## src/hdl/lc3Isa.sv

```systemverilog
package lc3Isa;

	localparam int wordBits = 16;
	localparam int ledBits = 12; // PAUSE shows IR[11:0]

	// Instruction field positions
	localparam int opLsb = 12;
	localparam int drLsb = 9; // Also the nzp mask of BR
	localparam int sr1Lsb = 6;
	localparam int sr2Lsb = 0;
	localparam int immFlagBit = 5;
	localparam int imm5Bits = 5;
	localparam int off6Bits = 6;
	localparam int off9Bits = 9;
	localparam int off11Bits = 11;

	typedef logic [wordBits-1:0] wordT;

	typedef enum logic [3:0] {
		opBr = 4'd0,
		opAdd = 4'd1,
		opJsr = 4'd4,
		opAnd = 4'd5,
		opLdr = 4'd6,
		opStr = 4'd7,
		opNot = 4'd9,
		opJmp = 4'd12,
		opPause = 4'd13
	} opcodeT;

	typedef enum logic [1:0] {
		aluAdd = 2'b00,
		aluAnd = 2'b01,
		aluNot = 2'b10,
		aluPassA = 2'b11
	} aluOpT;

	typedef struct packed {
		logic n;
		logic z;
		logic p;
	} ccT;

	typedef struct packed {
		wordT addr;
		wordT wData;
		logic rdEn;
		logic wrEn;
	} memReqT;

endpackage

```

## src/hdl/lc3Ctrl.sv

```systemverilog
package lc3Ctrl;

	typedef enum logic [4:0] {
		sHalted,
		sFetch, // PC to MAR, PC + 1
		sFetchWait1,
		sFetchWait2,
		sFetchWait3,
		sIrLoad,
		sDecode,
		sBr,
		sBrTaken,
		sAdd,
		sAnd,
		sNot,
		sJsrLink,
		sJsrPc,
		sJmp,
		sLdrAddr,
		sLdrWait1,
		sLdrWait2,
		sLdrWait3,
		sLdrWrite,
		sStrAddr,
		sStrMdr,
		sStrWait1,
		sStrWait2,
		sStrWait3,
		sPause1,
		sPause2
	} seqStateT;

	typedef enum logic [1:0] {
		pcInc = 2'b00,
		pcBus = 2'b01,
		pcAdder = 2'b10
	} pcSelT;

	typedef enum logic [1:0] {
		addrZero = 2'b00,
		addrOff6 = 2'b01,
		addrOff9 = 2'b10,
		addrOff11 = 2'b11
	} addr2SelT;

	typedef struct packed {
		logic ldMar;
		logic ldMdr;
		logic ldIr;
		logic ldBen;
		logic ldCc;
		logic ldReg;
		logic ldPc;
		logic ldLed;
		logic gatePc;
		logic gateMdr;
		logic gateAlu;
		logic gateAdder;
		pcSelT pcSel;
		logic drSel; // 1 selects R7
		logic sr1Sel; // 1 selects IR[8:6], else IR[11:9]
		logic addr1Sel; // 1 selects SR1, else PC
		addr2SelT addr2Sel;
		lc3Isa::aluOpT aluOp;
		logic memRd;
		logic memWr;
	} ctrlWordT;

endpackage

```

## src/hdl/regFile.sv

```systemverilog
`timescale 1ns/1ps

module regFile (
	input logic Clk,
	input logic rstN,
	input logic we,
	input logic [2:0] wAddr,
	input logic [2:0] rAddr1,
	input logic [2:0] rAddr2,
	input lc3Isa::wordT wData,
	output lc3Isa::wordT rData1,
	output lc3Isa::wordT rData2
);

	lc3Isa::wordT regs [8];

	always_ff @(posedge Clk)
	begin
		if (!rstN)
		begin
			for (int i = 0; i < 8; i++)
				regs[i] <= '0;
		end
		else if (we)
			regs[wAddr] <= wData;
	end

	// Reads are combinational
	assign rData1 = regs[rAddr1];
	assign rData2 = regs[rAddr2];

endmodule

```

## src/hdl/dataPath.sv

```systemverilog
`timescale 1ns/1ps

module dataPath (
	input logic Clk,
	input logic rstN,
	input lc3Ctrl::ctrlWordT ctrl,
	input lc3Isa::wordT rData,
	output lc3Isa::opcodeT opcode,
	output logic ben,
	output lc3Isa::memReqT memReq,
	output logic [lc3Isa::ledBits-1:0] led
);

	localparam int msb = lc3Isa::wordBits - 1;

	lc3Isa::wordT pc, pcNext, mar, mdr, ir;
	lc3Isa::wordT bus, aluOut, aluB, adderOut, addr1, addr2;
	lc3Isa::wordT sr1Data, sr2Data;
	lc3Isa::ccT cc;
	logic [2:0] sr1Addr, drAddr;

	assign sr1Addr = ctrl.sr1Sel ? ir[lc3Isa::sr1Lsb +: 3] : ir[lc3Isa::drLsb +: 3];
	assign drAddr = ctrl.drSel ? 3'd7 : ir[lc3Isa::drLsb +: 3];

	regFile regs (
		.Clk(Clk),
		.rstN(rstN),
		.we(ctrl.ldReg),
		.wAddr(drAddr),
		.rAddr1(sr1Addr),
		.rAddr2(ir[lc3Isa::sr2Lsb +: 3]),
		.wData(bus),
		.rData1(sr1Data),
		.rData2(sr2Data)
	);

	// imm5 when IR[5] is set
	assign aluB = ir[lc3Isa::immFlagBit] ?
		{{(lc3Isa::wordBits - lc3Isa::imm5Bits){ir[lc3Isa::imm5Bits-1]}},
		ir[lc3Isa::imm5Bits-1:0]} : sr2Data;

	always_comb
	begin
		unique case (ctrl.aluOp)
			lc3Isa::aluAdd: aluOut = sr1Data + aluB;
			lc3Isa::aluAnd: aluOut = sr1Data & aluB;
			lc3Isa::aluNot: aluOut = ~sr1Data;
			default: aluOut = sr1Data;
		endcase
	end

	assign addr1 = ctrl.addr1Sel ? sr1Data : pc;

	always_comb
	begin
		unique case (ctrl.addr2Sel)
			lc3Ctrl::addrOff6:
				addr2 = {{(lc3Isa::wordBits - lc3Isa::off6Bits){ir[lc3Isa::off6Bits-1]}},
					ir[lc3Isa::off6Bits-1:0]};
			lc3Ctrl::addrOff9:
				addr2 = {{(lc3Isa::wordBits - lc3Isa::off9Bits){ir[lc3Isa::off9Bits-1]}},
					ir[lc3Isa::off9Bits-1:0]};
			lc3Ctrl::addrOff11:
				addr2 = {{(lc3Isa::wordBits - lc3Isa::off11Bits){ir[lc3Isa::off11Bits-1]}},
					ir[lc3Isa::off11Bits-1:0]};
			default: addr2 = '0;
		endcase
	end

	assign adderOut = addr1 + addr2;

	// Only one gate is active per state
	assign bus = ctrl.gatePc ? pc :
		ctrl.gateMdr ? mdr :
		ctrl.gateAlu ? aluOut :
		ctrl.gateAdder ? adderOut : '0;

	always_comb
	begin
		case (ctrl.pcSel)
			lc3Ctrl::pcInc: pcNext = pc + 1'b1;
			lc3Ctrl::pcBus: pcNext = bus;
			lc3Ctrl::pcAdder: pcNext = adderOut;
			default: pcNext = pc;
		endcase
	end

	always_ff @(posedge Clk)
	begin
		if (!rstN)
		begin
			pc <= '0;
			cc <= '0;
			ben <= 1'b0;
			led <= '0;
		end
		else
		begin
			if (ctrl.ldPc)
				pc <= pcNext;
			if (ctrl.ldCc)
				cc <= '{n: bus[msb], z: (bus == '0), p: !bus[msb] && (bus != '0)};
			if (ctrl.ldBen)
				ben <= |(ir[lc3Isa::drLsb +: 3] & cc);
			if (ctrl.ldLed)
				led <= ir[lc3Isa::ledBits-1:0];
		end
	end

	always_ff @(posedge Clk)
	begin
		if (ctrl.ldMar)
			mar <= bus;
		if (ctrl.ldMdr)
			mdr <= ctrl.memRd ? rData : bus;
		if (ctrl.ldIr)
			ir <= bus;
	end

	assign opcode = lc3Isa::opcodeT'(ir[lc3Isa::opLsb +: 4]);
	assign memReq = '{addr: mar, wData: mdr, rdEn: ctrl.memRd, wrEn: ctrl.memWr};

endmodule

```

## config.mk

```make
export PLATFORM = sky130hd
export DESIGN_NAME = dataPath
export DESIGN_NICKNAME = d
export VERILOG_FILES = /design/src/hdl/lc3Isa.sv /design/src/hdl/lc3Ctrl.sv /design/src/hdl/regFile.sv /design/src/hdl/dataPath.sv
export SDC_FILE = /design/constraint.sdc
export NUM_CORES = 1
export LEC_CHECK = 0
export BUFFER_PORTS_ARGS = -buffer_cell sky130_fd_sc_hd__clkbuf_2
export CAP_MARGIN = 40
export CELL_PAD_IN_SITES_DETAIL_PLACEMENT = 1
export CELL_PAD_IN_SITES_GLOBAL_PLACEMENT = 2
export CORE_MARGIN = 2
export CORE_UTILIZATION = 45
export CTS_CLUSTER_DIAMETER = 40
export DETAILED_ROUTE_END_ITERATION = 6
export PLACE_DENSITY = 0.95
export SYNTH_ARGS = -nofsm -noshare
export SYNTH_HDL_FRONTEND = slang
export SYNTH_HIERARCHICAL = 1
export SYNTH_SLANG_ARGS = --single-unit
```

## constraint.sdc

```tcl
create_clock -name Clk -period 9.7 [get_ports Clk]
set_input_delay 1.94 -clock Clk [delete_from_list [all_inputs] [get_ports Clk]]
set_output_delay 1.94 -clock Clk [all_outputs]
set_load 0.01 [all_outputs]
```

==> flow_metrics.tcl, run 1 <==
set metrics [dict create \
    antenna_cells 0 \
    ir_drop_uv 137 \
    io_pins 92 \
    hold_violations 0 \
    syn-mean-instance-area_sq_um 11.5 \
    busiest_layer "met2" \
    synthCells 1164 \
    place_area_sq_um 14100 \
    power_leakage_nw 5.85 \
    core_sq_um 29500 \
    antenna_found_initial 1 \
    synth-seq-cells 208 \
    cts_root_buf "clkbuf_16" \
    finClkSkew_ps 37.1 \
    critPathKind "in2reg" \
    gr-usage-met1_pct 38.3 \
    grt_pass1_vias 11272 \
    yosys.area.top_type "edfxtp_1" \
    vias_per_cell 6.70 \
    fin_nets 1306 \
    tns_ps 0 \
    io_buffers 89 \
    critPathArrivalTime_ps 7240 \
    routabilityCongestion 0.914 \
    grt_usage_pct 30.6 \
    syn-num-nets 1242 \
    worstPathRequired_ps 10050 \
    crit_start "ctrl[7]" \
    ctsHoldBuffers 0 \
    yosys-top-cells-area "edfxtp_1 (39%), mux4_1 (11%), nor3_1 (5.2%)" \
    grt-ovfl-total 0 \
    seq_area_frac_synth_pct 44.2 \
    max_slew_margin_pct 35.1 \
    setup_viol 0 \
    dp_hpwl_mm 32.6 \
    met3_usage_pct 5.86 \
    crit_fanout 20 \
    rows 63 \
    clkSinkCount 208 \
    die_height_um 177 \
    via_count 11016 \
    slew_viol_final 0 \
    initial_utilization_pct 45.4 \
    drive_above_1_share_pct 21.7 \
    dr.pass1.iters 5 \
    r2r_start "ir[9]" \
    startpoint_type "primary input" \
    die_w_um 177 \
    drv_cap 0 \
    ant_nets 0 \
    postCtsSetupRepairBufs 0 \
    crit_path_end_kind "flop" \
    cts.path.max_buffers 3 \
    drt-initial-drc-count 1086 \
    ys.flop_type "edfxtp_1" \
    cts_made_buffers 34 \
    synth_warnings 6 \
    cellPowerDensity_nw_per_um2 202 \
    die-area_sq_um 31200 \
    fill_cells 3168 \
    drc 0 \
    synth_cell_types 86 \
    grt_use_met2_pct 51.4 \
    cts_tree "done" \
    drt-total-wl_mm 48.0 \
    synth_top_area_share_pct 39.4 \
    grt_pass1_wl_mm 71.7 \
    cts_resized 0 \
    worstMarginPinSlew_ps 974 \
    clkTransAtPathRegs_ps 50 \
    rsz0062_at_grt "no" \
    wl_per_cell_um 29.2 \
    h-tree-depth 2 \
    hold_path.class "reg2reg" \
    holdCritStartpoint "ben" \
    dp.cells 1582 \
    fin_crit_ps 6890 \
    total_power_mw 3.08 \
    area_delta_synth_final_pct 13.9 \
    finalInstanceArea_sq_um 15300 \
    synth-edff-count 176 \
    final.period_utilization_pct 71.0 \
    clk_latency_ps 530 \
    syn-cell-area_sq_um 13400 \
    status "complete, no violations" \
    async_flop_share_pct 0 \
    layoutNonFillerInstCount 1643 \
    fmax_ghz 0.145 \
    grt_max_degree 69 \
]
-- path summary, 6_finish.rpt --
| kind | end | slack (ps) | depth (start not counted) |
|---|---|---|---|
| worst min-delay path | ben | 540 | 1 |
| worst max-delay path | regs/regs[7][12] | 2810 | 16 |
| worst max register to register | regs/regs[7][12] | 3780 | 15 |
| worst min register to register | ben | 540 | 1 |
-- flip-flops by register name, indices dropped and copies added, names as in the netlist --
register	cells
mdr	16
ir	16
ben	1
regs/regs	128
mar	16
led	12
pc	16
cc	3
-- placed cells by master, fill, tap and decap left out, types with 41 or more instances in the layout --
master | Yosys | final
mux4_1 | 56 | 56
mux2_2 | 61 | 61
nor2_1 | 41 | 41
nand2_1 | 51 | 51
a21oi_1 | 46 | 46
edfxtp_1 | 176 | 176
o21ai_0 | 53 | 45
nor3_1 | 140 | 140
clkbuf_2 | 3 | 89
-- power by group --
group | switching (mW) | total [mW] | internal (mW)
combinational | 0.488 | 0.773 | 0.285
clock | 0.476 | 1.23 | 0.755
sequential | 0.0470 | 1.08 | 1.03
-- per-layer routing --
layer  share of wire (%)  vias to the layer above
li1                    -                     4705
met1                  39                     5563
met2                  48                      597
met3                 7.9                      149
met4                 4.6                        2
met5               0.071                        -
-- Yosys cell counts (11+ instances only) --
master	n
nand3_1	21
mux2i_1	35
clkbuf_1	50
ha_1	35
a31oi_1	13
o22ai_1	25
a21oi_1	46
mux4_1	56
o21ai_0	53
nand2_1	51
mux2_2	61
a21o_1	15
nor2b_1	25
dfxtp_1	32
inv_1	35
buf_2	11
nor3_1	140
clkinv_1	19
nor2_1	41
xor2_1	11
edfxtp_1	176
a221oi_1	15
nand2b_1	20
-- cell type report --
class	instances	area (sq um)	area share [%]
Sequential cell	208	5930	38.8
Clock buffer	39	890	5.83
Tap cell	390	488	3.20
Clock inverter	22	255	1.67
Inverter	55	206	1.35
Timing Repair Buffer	119	691	4.52
Multi-Input combinational cell	810	6810	44.6
-- critical path, cell delays in order --
cell,delay [ps]
clkbuf_2,110
mux2_2,550
buf_12,260
mux4_1,640
mux2_2,380
mux2_2,300
ha_1,380
a21o_1,230
o32a_1,330
o31ai_4,120
o21ai_1,160
a21oi_1,200
xnor2_1,220
a211o_1,650
clkinv_1,440
nor3_1,290
-- stage by stage --
| step | hold slack [ps] | worst slack, ps | utilization, % |
|---|---|---|---|
| after floorplan | 460 | 3750 | - |
| after global placement | 470 | 2260 | 47.7 |
| after detailed placement | 505 | 2510 | 47.9 |
| after CTS | 529 | 2940 | 51.8 |
| after global routing | 537 | 2600 | 51.8 |
| final | 537 | 2810 | 51.8 |
-- logic make-up (layout without fill, tap and decap cells) --
group,Yosys count,after routing,share of synthesized area [%]
simple gates,349,349,13.5
compound gates,245,245,12.4
flops,208,208,44.2
mux,161,161,20.2
buf+inv,146,235,4.98
fa+ha+maj,37,37,3.57
xor+xnor,18,18,1.18
Power figures use the tool's default switching activity.
==> run 2, diff against run 1 <==
- ABC_AREA: not set -> 1
- CORE_UTILIZATION: 45 -> 32
- PLACE_DENSITY: 0.95 -> 0.9
- clock period: 9.7 -> 6.3 ns (I/O delays scaled with it)
==> run 2 against run 1 <==
  * Sequential power increased by 51%
  * Clock-buffer cell count increased by 3
  * Die area rose by 50%
  * Final area grew 9.1%
  * Synthesized cell count is 81% higher
  * Cell count increased by 69%
  * Non-clock buffer count rose by 2
  * First-iteration DRC count shrank 1.2%
  * Global-route usage decreased by 5.6 points
  * Largest power group unchanged
==> flow_metrics.tcl, run 2 <==
set metrics [dict create \
    die_w_um 216 \
    p_sw_mw 1.75 \
    grt_pass1_vias 14987 \
    io_pins 92 \
    async_flop_share_pct 0 \
    synthCells 2102 \
    ir_drop_uv 216 \
    hold_path.class "reg2reg" \
    antenna_cells 0 \
    fmax_ghz 0.183 \
    layoutNonFillerInstCount 2784 \
    yosys.area.top_type "edfxtp_1" \
    reg2reg_to "cc[0]" \
    total_power_mw 4.96 \
    clkSinkCount 208 \
    r2r_start "ir[9]" \
    tns_ps 0 \
    fill_cells 5689 \
    die-area_sq_um 46700 \
    synth-seq-cells 208 \
    synth_top_area_share_pct 36.7 \
    ant_nets 0 \
    initial_utilization_pct 32.5 \
    core_sq_um 44300 \
    synth.most_common_cell "nand2_1" \
    die_height_um 216 \
    syn-mean-instance-area_sq_um 6.85 \
    whs_endpoint "cc[0]" \
    fin_nets 2244 \
    grt_max_degree 66 \
    grt-ovfl-total 0 \
    synth_cell_types 48 \
    area_delta_synth_final_pct 15.6 \
    grt_pass1_wl_mm 89.5 \
    hold_violations 0 \
    cts_tree "done" \
    ctsHoldBuffers 0 \
    worstMarginPinSlew_ps 838 \
    cts_made_buffers 34 \
    cts.path.max_buffers 3 \
    rsz0062_at_grt "no" \
    crit_fanout 33 \
    clockPowerShare_pct 39.4 \
    fin_crit_ps 5460 \
    via_count 14484 \
    worstPathRequired_ps 6680 \
    pwr-share-comb_pct 27.6 \
    vias_per_cell 5.20 \
    cp_common_cell "nand2_1" \
    clkTransAtPathRegs_ps 60 \
    clk_latency_ps 540 \
    largest_reg_flops 128 \
    synth_warnings 6 \
    cts_resized 0 \
    max_stage_delay_ps 450 \
    dr.pass1.iters 5 \
    wl_per_cell_um 21.1 \
    final.period_utilization_pct 86.7 \
    slowest_stage "buf_4" \
    drt-initial-drc-count 1073 \
    ys.flop_type "edfxtp_1" \
    finClkSkew_ps 25.4 \
    dp.cells 2722 \
    dp_hpwl_mm 41.6 \
    postCtsSetupRepairBufs 0 \
    antenna_found_initial 1 \
    cts_root_buf "clkbuf_16" \
    h-tree-depth 2 \
    drive_above_1_share_pct 10.0 \
    final_cell_mix "nand2_1 (762), inv_1 (299), nor2_1 (227), nand3_1 (225), edfxtp_1 (176)" \
    critPathKind "in2reg" \
    sw_frac_of_total_pct 35.3 \
    synth-edff-count 176 \
    grt_usage_pct 25.0 \
    drt-total-wl_mm 58.6 \
    holdPathStages 2 \
    status "complete, no violations" \
    cellPowerDensity_nw_per_um2 298 \
    drc 0 \
    startpoint_type "primary input" \
    crit_path_end_kind "flop" \
    max_slew_margin_pct 44.1 \
    critPathArrivalTime_ps 5840 \
    slew_viol_final 0 \
    regMostFlops "regs/regs" \
    rows 77 \
    seqPwrFrac_pct 33.0 \
    power_leakage_nw 8.11 \
    drv_cap 0 \
    syn-cell-area_sq_um 14400 \
    yosys-top-cells-area "edfxtp_1 (37%), nand2_1 (20%), nand3_1 (7.8%)" \
    routabilityCongestion 0.897 \
    setup_viol 0 \
    layout_commonest_cell "nand2_1" \
    p_int_mw 3.21 \
    syn-num-nets 2180 \
    synth_common_cells "nand2_1 (762), inv_1 (299), nor2_1 (227)" \
    reg2reg_depth 25 \
    r2r_slack_ps 1190 \
    holdCritStartpoint "cc[0]" \
    io_buffers 89 \
    seq_area_frac_synth_pct 41.1 \
]
==> run 2: power groups by stage <==
stage          Combinational, mW  Sequential (mW)  Clock, mW
6_report                    1.37             1.63       1.95
3_3_place_gp                1.29             1.66          0
4_1_cts                     1.36             1.63       1.97
5_1_grt                     1.52             1.64       2.03
3_5_place_dp                1.34             1.66          0
2_1_floorplan              0.850             1.65          0
==> run 2: metal layers <==
layer / share of wire [%] / track usage, % / up-vias
met3: 6.0 / 3.51 / 132
met5: 0.022 / 0 / -
met2: 45 / 40.5 / 486
met4: 4.4 / 10.8 / 2
met1: 44 / 33.2 / 7073
li1: - / - / 6791
==> run 2: cell type report <==
class / count / area, sq um / area share, %
flip-flops and latches: 208 / 5930 / 35.6
repair buffers: 121 / 808 / 4.85
clock inverters: 20 / 250 / 1.50
multi-input cells: 1493 / 6840 / 41.1
clock buffers: 42 / 932 / 5.60
well taps: 592 / 741 / 4.45
inverters: 308 / 1160 / 6.94
==> run 2: worst max path at each step <==
stage | from | to | slack [ps] | cells past startpoint
floorplan | ctrl[7] | regs/regs[0][7] | 2060 | 24
global placement | ctrl[7] | regs/regs[0][8] | 620 | 27
detailed placement | ctrl[7] | cc[1] | 480 | 26
CTS | ctrl[7] | cc[0] | 930 | 25
global route | ctrl[7] | pc[14] | 590 | 31
finish | ctrl[7] | cc[0] | 840 | 26
==> run 2: cells by family (layout without fill, tap and decap cells) <==
logic type               after synthesis  after routing  synth area share [%]
AO/OA/AOI/OAI                        181            181                  7.28
buffers and inverters                401            491                  11.5
flip-flops                           208            208                  41.1
AND/OR/NAND/NOR                     1265           1265                  36.2
adder cells (fa/ha/maj)               37             37                  3.32
XOR/XNOR                              10             10                 0.608
==> run 2: stage by stage <==
stage / util [%] / worst slack, ps / hold WS [ps] / cell area, sq um
after CTS: 37.6 / 926 / 474 / 16700
final: 37.6 / 840 / 477 / 16700
after global placement: 34.5 / 624 / 460 / 15300
after global routing: 37.6 / 587 / 496 / 16700
after floorplan: - / 2060 / 444 / 14400
after detailed placement: 34.9 / 481 / 468 / 15500
==> run 2: critical path, delay by kind of cell <==
| family | cells | cell delay (ps) |
|---|---|---|
| AOI/OAI and AO/OA | 4 | 510 |
| adders and majority gates | 1 | 400 |
| buffers and inverters | 3 | 1010 |
| and+or+nand+nor | 18 | 2600 |
