[src/hdl/lc3Isa.sv]
package lc3Isa;

	localparam int wordBits = 16;
	localparam int ledBits = 12; // PAUSE shows IR[11:0]

	// Instruction field positions
	localparam int opLsb = 12;
	localparam int drLsb = 9; // Also the nzp mask of BR
	localparam int sr1Lsb = 6;
	localparam int sr2Lsb = 0;
	localparam int immFlagBit = 5;
	localparam int imm5Bits = 5;
	localparam int off6Bits = 6;
	localparam int off9Bits = 9;
	localparam int off11Bits = 11;

	typedef logic [wordBits-1:0] wordT;

	typedef enum logic [3:0] {
		opBr = 4'd0,
		opAdd = 4'd1,
		opJsr = 4'd4,
		opAnd = 4'd5,
		opLdr = 4'd6,
		opStr = 4'd7,
		opNot = 4'd9,
		opJmp = 4'd12,
		opPause = 4'd13
	} opcodeT;

	typedef enum logic [1:0] {
		aluAdd = 2'b00,
		aluAnd = 2'b01,
		aluNot = 2'b10,
		aluPassA = 2'b11
	} aluOpT;

	typedef struct packed {
		logic n;
		logic z;
		logic p;
	} ccT;

	typedef struct packed {
		wordT addr;
		wordT wData;
		logic rdEn;
		logic wrEn;
	} memReqT;

endpackage

[src/hdl/lc3Ctrl.sv]
package lc3Ctrl;

	typedef enum logic [4:0] {
		sHalted,
		sFetch, // PC to MAR, PC + 1
		sFetchWait1,
		sFetchWait2,
		sFetchWait3,
		sIrLoad,
		sDecode,
		sBr,
		sBrTaken,
		sAdd,
		sAnd,
		sNot,
		sJsrLink,
		sJsrPc,
		sJmp,
		sLdrAddr,
		sLdrWait1,
		sLdrWait2,
		sLdrWait3,
		sLdrWrite,
		sStrAddr,
		sStrMdr,
		sStrWait1,
		sStrWait2,
		sStrWait3,
		sPause1,
		sPause2
	} seqStateT;

	typedef enum logic [1:0] {
		pcInc = 2'b00,
		pcBus = 2'b01,
		pcAdder = 2'b10
	} pcSelT;

	typedef enum logic [1:0] {
		addrZero = 2'b00,
		addrOff6 = 2'b01,
		addrOff9 = 2'b10,
		addrOff11 = 2'b11
	} addr2SelT;

	typedef struct packed {
		logic ldMar;
		logic ldMdr;
		logic ldIr;
		logic ldBen;
		logic ldCc;
		logic ldReg;
		logic ldPc;
		logic ldLed;
		logic gatePc;
		logic gateMdr;
		logic gateAlu;
		logic gateAdder;
		pcSelT pcSel;
		logic drSel; // 1 selects R7
		logic sr1Sel; // 1 selects IR[8:6], else IR[11:9]
		logic addr1Sel; // 1 selects SR1, else PC
		addr2SelT addr2Sel;
		lc3Isa::aluOpT aluOp;
		logic memRd;
		logic memWr;
	} ctrlWordT;

endpackage

[src/hdl/instrSequencer.sv]
`timescale 1ns/1ps

module instrSequencer (
	input logic Clk,
	input logic rstN,
	input logic run,
	input logic continueRun,
	input lc3Isa::opcodeT opcode,
	input logic ben,
	output lc3Ctrl::ctrlWordT ctrl,
	output logic halted,
	output logic paused
);

	lc3Ctrl::seqStateT state, nextState;

	always_ff @(posedge Clk)
	begin
		if (!rstN)
			state <= lc3Ctrl::sHalted;
		else
			state <= nextState;
	end

	assign halted = (state == lc3Ctrl::sHalted);
	assign paused = (state == lc3Ctrl::sPause1) || (state == lc3Ctrl::sPause2);

	always_comb
	begin
		nextState = state;
		unique case (state)
			lc3Ctrl::sHalted: if (run) nextState = lc3Ctrl::sFetch;
			lc3Ctrl::sFetch: nextState = lc3Ctrl::sFetchWait1;
			lc3Ctrl::sFetchWait1: nextState = lc3Ctrl::sFetchWait2;
			lc3Ctrl::sFetchWait2: nextState = lc3Ctrl::sFetchWait3;
			lc3Ctrl::sFetchWait3: nextState = lc3Ctrl::sIrLoad;
			lc3Ctrl::sIrLoad: nextState = lc3Ctrl::sDecode;
			lc3Ctrl::sDecode:
			begin
				case (opcode)
					lc3Isa::opBr: nextState = lc3Ctrl::sBr;
					lc3Isa::opAdd: nextState = lc3Ctrl::sAdd;
					lc3Isa::opJsr: nextState = lc3Ctrl::sJsrLink;
					lc3Isa::opAnd: nextState = lc3Ctrl::sAnd;
					lc3Isa::opLdr: nextState = lc3Ctrl::sLdrAddr;
					lc3Isa::opStr: nextState = lc3Ctrl::sStrAddr;
					lc3Isa::opNot: nextState = lc3Ctrl::sNot;
					lc3Isa::opJmp: nextState = lc3Ctrl::sJmp;
					lc3Isa::opPause: nextState = lc3Ctrl::sPause1;
					default: nextState = lc3Ctrl::sFetch; // Unused codes act as no-ops
				endcase
			end
			lc3Ctrl::sBr: nextState = ben ? lc3Ctrl::sBrTaken : lc3Ctrl::sFetch;
			lc3Ctrl::sJsrLink: nextState = lc3Ctrl::sJsrPc;
			lc3Ctrl::sLdrAddr: nextState = lc3Ctrl::sLdrWait1;
			lc3Ctrl::sLdrWait1: nextState = lc3Ctrl::sLdrWait2;
			lc3Ctrl::sLdrWait2: nextState = lc3Ctrl::sLdrWait3;
			lc3Ctrl::sLdrWait3: nextState = lc3Ctrl::sLdrWrite;
			lc3Ctrl::sStrAddr: nextState = lc3Ctrl::sStrMdr;
			lc3Ctrl::sStrMdr: nextState = lc3Ctrl::sStrWait1;
			lc3Ctrl::sStrWait1: nextState = lc3Ctrl::sStrWait2;
			lc3Ctrl::sStrWait2: nextState = lc3Ctrl::sStrWait3;
			// Continue must go high, then low again
			lc3Ctrl::sPause1: if (continueRun) nextState = lc3Ctrl::sPause2;
			lc3Ctrl::sPause2: if (!continueRun) nextState = lc3Ctrl::sFetch;
			default: nextState = lc3Ctrl::sFetch; // Single-cycle execute states
		endcase
	end

	always_comb
	begin
		ctrl = '0;
		case (state)
			lc3Ctrl::sFetch:
			begin
				ctrl.gatePc = 1'b1;
				ctrl.ldMar = 1'b1;
				ctrl.ldPc = 1'b1;
				ctrl.pcSel = lc3Ctrl::pcInc;
			end
			lc3Ctrl::sFetchWait1, lc3Ctrl::sFetchWait2, lc3Ctrl::sFetchWait3,
			lc3Ctrl::sLdrWait1, lc3Ctrl::sLdrWait2, lc3Ctrl::sLdrWait3:
			begin
				ctrl.memRd = 1'b1;
				ctrl.ldMdr = 1'b1;
			end
			lc3Ctrl::sIrLoad:
			begin
				ctrl.gateMdr = 1'b1;
				ctrl.ldIr = 1'b1;
			end
			lc3Ctrl::sDecode: ctrl.ldBen = 1'b1;
			lc3Ctrl::sBrTaken:
			begin
				ctrl.ldPc = 1'b1;
				ctrl.pcSel = lc3Ctrl::pcAdder;
				ctrl.addr2Sel = lc3Ctrl::addrOff9;
			end
			lc3Ctrl::sAdd, lc3Ctrl::sAnd, lc3Ctrl::sNot:
			begin
				ctrl.sr1Sel = 1'b1;
				ctrl.gateAlu = 1'b1;
				ctrl.ldReg = 1'b1;
				ctrl.ldCc = 1'b1;
				if (state == lc3Ctrl::sAnd)
					ctrl.aluOp = lc3Isa::aluAnd;
				else if (state == lc3Ctrl::sNot)
					ctrl.aluOp = lc3Isa::aluNot;
				else
					ctrl.aluOp = lc3Isa::aluAdd;
			end
			lc3Ctrl::sJsrLink:
			begin
				ctrl.gatePc = 1'b1; // Incremented PC into R7
				ctrl.drSel = 1'b1;
				ctrl.ldReg = 1'b1;
			end
			lc3Ctrl::sJsrPc:
			begin
				ctrl.ldPc = 1'b1;
				ctrl.pcSel = lc3Ctrl::pcAdder;
				ctrl.addr2Sel = lc3Ctrl::addrOff11;
			end
			lc3Ctrl::sJmp:
			begin
				ctrl.ldPc = 1'b1;
				ctrl.pcSel = lc3Ctrl::pcAdder;
				ctrl.sr1Sel = 1'b1;
				ctrl.addr1Sel = 1'b1;
				ctrl.addr2Sel = lc3Ctrl::addrZero;
			end
			lc3Ctrl::sLdrAddr, lc3Ctrl::sStrAddr:
			begin
				ctrl.ldMar = 1'b1;
				ctrl.gateAdder = 1'b1;
				ctrl.sr1Sel = 1'b1; // BaseR
				ctrl.addr1Sel = 1'b1;
				ctrl.addr2Sel = lc3Ctrl::addrOff6;
			end
			lc3Ctrl::sLdrWrite:
			begin
				ctrl.gateMdr = 1'b1;
				ctrl.ldReg = 1'b1;
				ctrl.ldCc = 1'b1;
			end
			lc3Ctrl::sStrMdr:
			begin
				ctrl.aluOp = lc3Isa::aluPassA; // SR from IR[11:9]
				ctrl.gateAlu = 1'b1;
				ctrl.ldMdr = 1'b1;
			end
			lc3Ctrl::sStrWait1, lc3Ctrl::sStrWait2, lc3Ctrl::sStrWait3: ctrl.memWr = 1'b1;
			lc3Ctrl::sPause1, lc3Ctrl::sPause2: ctrl.ldLed = 1'b1;
			default: ;
		endcase
	end

endmodule

[config.mk]
export PLATFORM = sky130hd
export DESIGN_NAME = instrSequencer
export DESIGN_NICKNAME = d
export VERILOG_FILES = /design/src/hdl/lc3Isa.sv /design/src/hdl/lc3Ctrl.sv /design/src/hdl/instrSequencer.sv
export SDC_FILE = /design/constraint.sdc
export NUM_CORES = 1
export LEC_CHECK = 0
export BUFFER_PORTS_ARGS = -buffer_cell sky130_fd_sc_hd__buf_4
export CAP_MARGIN = 25
export CORE_MARGIN = 2
export CORE_UTILIZATION = 30
export CTS_CLUSTER_DIAMETER = 30
export DETAILED_ROUTE_END_ITERATION = 8
export GPL_ROUTABILITY_DRIVEN = 1
export GPL_TIMING_DRIVEN = 0
export PLACE_DENSITY = 0.51
export SLEW_MARGIN = 20
export SYNTH_ARGS = -nofsm -noshare
export SYNTH_HDL_FRONTEND = slang
export SYNTH_SLANG_ARGS = --single-unit
export TNS_END_PERCENT = 50
[constraint.sdc]
create_clock -name Clk -period 1.3 [get_ports Clk]
set_input_delay 0.065 -clock Clk [delete_from_list [all_inputs] [get_ports Clk]]
set_output_delay 0.065 -clock Clk [all_outputs]
set_load 0.02 [all_outputs]
==> metrics.md, run 1 <==
| Metric | Value |
|---|---|
| Status | finished, violations left |
| Failing checks | negative setup slack |
| Power, Total | 1.46 mW |
| Async SR Flop Fraction | 0 |
| IO Pins | 34 |
| Worst clock skew | 0.000781 ns |
| Max FO, Critical Path | 8 |
| Arrival time at the worst endpoint | 1.50 ns |
| Htree depth | 1 |
| FP Rows | 22 |
| DR vias | 1456 |
| Root buf cell | clkbuf_8 |
| Synth cell types | 54 |
| Setup crit start | state[4] |
| FF-to-FF Start | state[3] |
| Pleak | 0.965 nW |
| Global-route wire length before repair | 6960 µm |
| Commonest non-fill, non-tap cell in the layout | buf_4 |
| WL final | 4590 µm |
| RSZ-0062 raised after global routing | yes |
| GPL Wtd Cong | 0.877 |
| WL/cell | 17.0 µm |
| Post-Syn Area | 1150 µm² |
| Max reg flops | 5 |
| Clock Path Buffers | 2 |
| Layout fillers | 327 |
| Overflow after GRT | 0 |
| Syn Nets | 172 |
| Seq cells post-synth | 5 |
| Setup ws final | -0.263 ns |
| Largest net degree at the start of global routing | 11 |
| Setup tns final | -4.66 ns |
| Hpwl dp | 2820 µm |
| Yosys top cell by area | dfxtp_1 |
| Syn_area_per_cell | 7.21 µm² |
| Number of antenna violations at the first check in global routing | 0 |
| Post-synth EDFFs | 0 |
| Layout cell share with drive strength beyond 1 | 0.649 |
| CP startpoint kind | flip-flop |
| WP data required | 1.24 ns |
| DRT antenna net count | 0 |
| Die X | 65.8 µm |
| Ranking of synthesized cells by area | dfxtp_1 (8.7%), nor3_1 (4.8%), a2111oi_4 (4.8%) |
| CTS sink count | 5 |
| CTS buffer count | 3 |
| Slew Limit Fails | 0 |
| Max VDD drop | 0.000711 V |
| Via/cell ratio | 5.39 |
| Hold Path Origin | rstN |
| Synth warnings | 0 |
| DRT iter0 DRCs | 97 |
| PwrDens | 670 nW/µm² |
| Cells after Synth | 159 |
| DIE AREA | 4330 µm² |
| Seq/Total Area, Yosys | 0.0873 |
| Non-filler cells, final | 270 |
| Share of the synthesized area in the top cell type | 0.0873 |
| Final hold slack | 0.0841 ns |
| Fin crit share | 1.20 |
| Max_cap viols | 0 |
| Vias in the first global route | 1471 |
| Biggest regs | state (5) |
| IO Port Bufs | 31 |
| CTS tree | yes |
| Fmax | 0.640 GHz |
| Hold crit path type | in2reg |
| Diodes inserted | 0 |
| Biggest register | state |
| Place WS | -0.289 ns |
| Die height | 65.8 µm |
| Commonest cells after routing, fill and taps aside | buf_4 (48), buf_6 (14), buf_8 (7), nor3_2 (6) |
| Layout area overhead | 90.6% |
| Final setup fails | 29 |
| Most used flip-flop cell after synthesis | dfxtp_1 |
| Hold Vio Cnt, Final | 0 |
| DR pass1 iterations | 4 |
| CP Class | reg2out |
| Placed Cells | 238 |
| Crit end category | output port |
| Area of the core | 3660 µm² |
| Clock Latency Late Sink | 0.22 ns |
| Initial Util | 0.313 |
| GRT Total Usage | 0.205 |
| Remaining DRCs | 0 |
| NumNets Final | 236 |
| Hold buffer count at cts | 0 |
| Crit path time final | 1.56 ns |
| Clock transition at the registers of the reported paths | 0.03 ns |
[Yosys cell counts (2+ instances only)]
cell / count
mux2i_1: 3
a211o_1: 2
clkbuf_1: 3
nand3b_1: 2
o21ai_0: 8
dfxtp_1: 5
and2b_2: 2
a21oi_1: 9
xor2_1: 2
and2b_1: 2
a31oi_1: 4
a2111oi_4: 2
buf_6: 3
a21boi_0: 3
buf_2: 6
and2_1: 2
nor3_1: 11
nor3b_1: 6
nand3_1: 5
nand2b_1: 7
nor2_1: 10
nand2_1: 10
o2bb2ai_1: 2
ha_1: 4
nor2b_1: 7
o21a_1: 2
buf_4: 6
inv_1: 5
[stage by stage]
step           utilization  instance area (µm²)
3_3_place_gp         0.405                 1480
6_report             0.597                 2180
5_1_grt              0.597                 2180
3_5_place_dp         0.405                 1480
4_1_cts              0.548                 2000
2_1_floorplan            -                 1190
[cell type report]
cell class | instances | area (µm²) | area share
multi-input combinational | 130 | 1150 | 0.529
tap | 48 | 60.1 | 0.0275
buffer | 17 | 225 | 0.103
sequential | 5 | 119 | 0.0544
timing repair buffer | 60 | 558 | 0.255
inverter | 6 | 22.5 | 0.0103
clock buffer | 4 | 45.0 | 0.0206
[per-layer routing]
layer  routed length (µm)  up-vias  global-route usage
li1                     -      695                   -
met5                    0        -                   0
met4                   29        0              0.0677
met3                  206        2              0.0307
met1                 1920      705               0.263
met2                 2440       54               0.348
[power by group]
group | switching [mW] | internal (mW)
logic | 0.465 | 0.533
registers | 0.0233 | 0.165
clock network | 0.0681 | 0.210
total | 0.557 | 0.908
[worst paths after layout]
path / to / slack [ns] / cells after the start
max: ctrl[17] / -0.26 / 5
min: state[3] / 0.08 / 2
max reg2reg: state[0] / -0.16 / 6
min reg2reg: state[1] / 0.78 / 4
[cell families after synthesis]
group / count (synthesis) / synth area share
AO/OA/AOI/OAI: 45 / 0.311
XOR/XNOR: 2 / 0.0153
adder cells (fa/ha/maj): 4 / 0.0437
buffers and inverters: 24 / 0.124
flip-flops: 5 / 0.0873
multiplexers: 4 / 0.0360
other: 1 / 0.00327
AND/OR/NAND/NOR: 74 / 0.379
[repair_timing]
item | CTS | global route
resized for setup | 76 | 33
setup endpoints to repair | 29 | 29
buffers inserted | 18 | 8
cloned | 3 | 1
pin swaps | 21 | 18
[worst max-delay path: stages, from the launching register on]
cell,delay [ns]
dfxtp_4,0.39
nand2b_4,0.25
or3_4,0.17
inv_1,0.04
or2_2,0.29
buf_6,0.13
No activity file was read; power rests on OpenSTA's default activity.
==> run 2, diff against run 1 <==
- CORE_UTILIZATION: 30 -> 38
- PLACE_DENSITY: 0.51 -> 0.62
==> metrics.md, run 2 (same netlist as run 1, synthesis figures left out) <==
| Metric | Value |
|---|---|
| Pleak | 0.898 nW (-6.9%) |
| Comb power frac | 0.718 (+0.036) |
| IO Pins | 34 (unchanged) |
| Initial Util | 0.409 (+0.0955) |
| Diodes inserted | 0 (unchanged) |
| Max FO, Critical Path | 7 (-1) |
| Worst clock skew | 0.000956 ns (+0.000175 ns) |
| Via/cell ratio | 5.73 (+6.3%) |
| NumNets Final | 231 (-2.1%) |
| Die X | 58.9 µm (-10%) |
| Max reg flops | 5 (unchanged) |
| Layout area overhead | 78.9% |
| Hold crit path type | in2reg |
| Hpwl dp | 2630 µm (-6.9%) |
| Sequential power share | 0.147 (+0.019) |
| GRT Max-Usage Layer | met2 |
| Net Sw Frac | 0.408 (+0.0274) |
| Slowest stage delay, CP | 0.43 ns (+0.04 ns) |
| Status | finished, violations left |
| Vias in the first global route | 1270 (-14%) |
| Met3 Use GR | 0.0176 (-0.0131) |
| Internal power | 0.744 mW (-18%) |
| Final setup fails | 28 (-3.4%) |
| Cell Chain, Critical Path | buf_8 -> nand2_2 -> or4_4 -> o21ai_2 -> buf_6 |
| Clock Power Share | 0.136 (-0.054) |
| RR Endpoint | state[4] |
| Remaining DRCs | 3 (+3) |
| Met1 GRT Util | 0.309 (+0.0467) |
| CTS buffer count | 3 (unchanged) |
| Biggest register | state |
| Fin crit share | 1.20 (-0.00638) |
| CP startpoint kind | flip-flop |
| Hold Vio Cnt, Final | 0 (unchanged) |
| RSZ-0062 raised after global routing | yes |
| GRT Total Usage | 0.224 (+0.0195) |
| Setup ws final | -0.254 ns (+0.00829 ns) |
| Layout cell share with drive strength beyond 1 | 0.613 (-0.0357) |
| Area of the core | 2810 µm² (-23%) |
| Crit end category | output port |
| WP data required | 1.24 ns (about the same) |
| Number of antenna violations at the first check in global routing | 0 (unchanged) |
| Sequential cell area | 119 µm² (unchanged) |
| DRT iter0 DRCs | 65 (-33%) |
| Hold Path Origin | rstN |
| Switching power of the nets | 0.512 mW (-8.0%) |
| Slew Limit Fails | 0 (unchanged) |
| WHS Endpoint | state[3] |
| DRT antenna net count | 0 (unchanged) |
| Root buf cell | clkbuf_4 |
| Overflow after GRT | 0 (unchanged) |
| Biggest regs | state (5) |
| DR vias | 1422 (-2.3%) |
| Crit path time final | 1.55 ns (-0.00829 ns) |
| Clock Latency Late Sink | 0.23 ns (about the same) |
| Multi-input logic area | 1110 µm² (-4.0%) |
| CP Class | reg2out |
| CTS tree | yes |
| Max VDD drop | 0.000488 V (-31%) |
| Reg2Reg Depth | 6 (unchanged) |
| Arrival time at the worst endpoint | 1.49 ns (about the same) |
| IO Port Bufs | 31 (unchanged) |
| Commonest cells after routing, fill and taps aside | buf_4 (41), buf_6 (15), buf_8 (8), nand2_1 (7) |
| Global Route met2 Usage | 0.384 (+0.0356) |
| WL final | 4190 µm (-8.8%) |
| Max_cap viols | 0 (unchanged) |
| Global-route wire length before repair | 6050 µm (-13%) |
| FF-to-FF setup slack | -0.16 ns (about the same) |
| Die height | 58.9 µm (-10%) |
| Setup tns final | -4.51 ns (+0.148 ns) |
| Clock Path Buffers | 2 (unchanged) |
| DIE AREA | 3470 µm² (-20%) |
| Htree depth | 1 (unchanged) |
| Largest net degree at the start of global routing | 11 (unchanged) |
| Commonest non-fill, non-tap cell in the layout | buf_4 |
| DP Area | 1460 µm² (-1.4%) |
| FP Rows | 19 (-14%) |
| PwrDens | 613 nW/µm² (-8.6%) |
| FF-to-FF Start | state[0] |
| WHS Path Cells | 2 (unchanged) |
| WL/cell | 16.9 µm (-0.66%) |
| DR pass1 iterations | 6 (+2) |
| Critical-path top delay cell | or4_4 |
| Fmax | 0.643 GHz (+0.53%) |
| Fin area | 2050 µm² (-6.1%) |
| Layout fillers | 200 (-39%) |
| CTS sink count | 5 (unchanged) |
| GPL Wtd Cong | 0.901 (+2.8%) |
| Clock transition at the registers of the reported paths | 0.04 ns (about the same) |
| Failing checks | design-rule violations, negative setup slack |
==> run 2: changes by cell type in the layout (fill, tap and decap cells not counted), sizes merged <==
cell    previous run  this run
buf               73        67
clkbuf             7         9
bufbuf             1         0
==> run 2: per-stage QoR <==
stage	setup WS [ns]	instances	utilization	total power, mW	hold slack, ns
5_1_grt	-0.314	248	0.731	1.34	0.0681
3_3_place_gp	-0.246	221	0.521	0.768	0.297
2_1_floorplan	-0.108	159	-	0.606	0.182
3_5_place_dp	-0.279	221	0.521	0.776	0.305
4_1_cts	-0.256	239	0.645	1.11	0.0576
6_report	-0.254	248	0.731	1.26	0.0674
==> run 2: worst max path at each step <==
stage                     startpoint       end  cells past startpoint
after floorplan             state[1]   ctrl[1]                      5
after global placement      state[1]  ctrl[16]                      7
after detailed placement    state[1]  ctrl[16]                      7
after CTS                   state[3]  ctrl[22]                      4
after global routing        state[2]  ctrl[22]                      5
final                       state[2]  ctrl[22]                      5
==> run 2: per-layer routing <==
| metal | wire length (µm) | vias up | part of all wire |
|---|---|---|---|
| li1 | - | 687 | - |
| met5 | 0 | - | 0 |
| met2 | 2080 | 51 | 0.50 |
| met1 | 1860 | 678 | 0.44 |
| met3 | 190 | 6 | 0.045 |
| met4 | 61 | 0 | 0.015 |
==> run 2: critical path: cells and delay by family, from the launching register on <==
kind                   cells  cell delay, ns
AO/OA/AOI/OAI              1            0.08
AND/OR/NAND/NOR            2            0.50
buffers and inverters      2            0.28
flip-flops                 1            0.39
==> run 2: power by group through the flow <==
stage,registers [mW],clock network [mW],logic [mW]
global placement,0.184,0,0.584
floorplan,0.181,0,0.426
CTS,0.182,0.181,0.752
detailed placement,0.185,0,0.592
global route,0.185,0.191,0.960
finish,0.184,0.171,0.902
==> run 2: timing repair <==
| item | CTS | global route |
|---|---|---|
| gates cloned | 0 | 3 |
| endpoints found under the setup margin | 29 | 29 |
| pin swaps | 7 | 9 |
| hold endpoints to repair | 0 | 0 |
| resized for setup | 65 | 29 |
| setup buffers | 15 | 6 |
| hold buffers | 0 | 0 |
==> run 2: area by class of cell <==
| cell class | instances | share of cell area |
|---|---|---|
| buffer | 17 | 0.106 |
| timing repair buffer | 55 | 0.253 |
| tap | 31 | 0.0189 |
| sequential | 5 | 0.0580 |
| clock buffer | 4 | 0.0128 |
| inverter | 6 | 0.0110 |
| multi-input combinational | 130 | 0.541 |
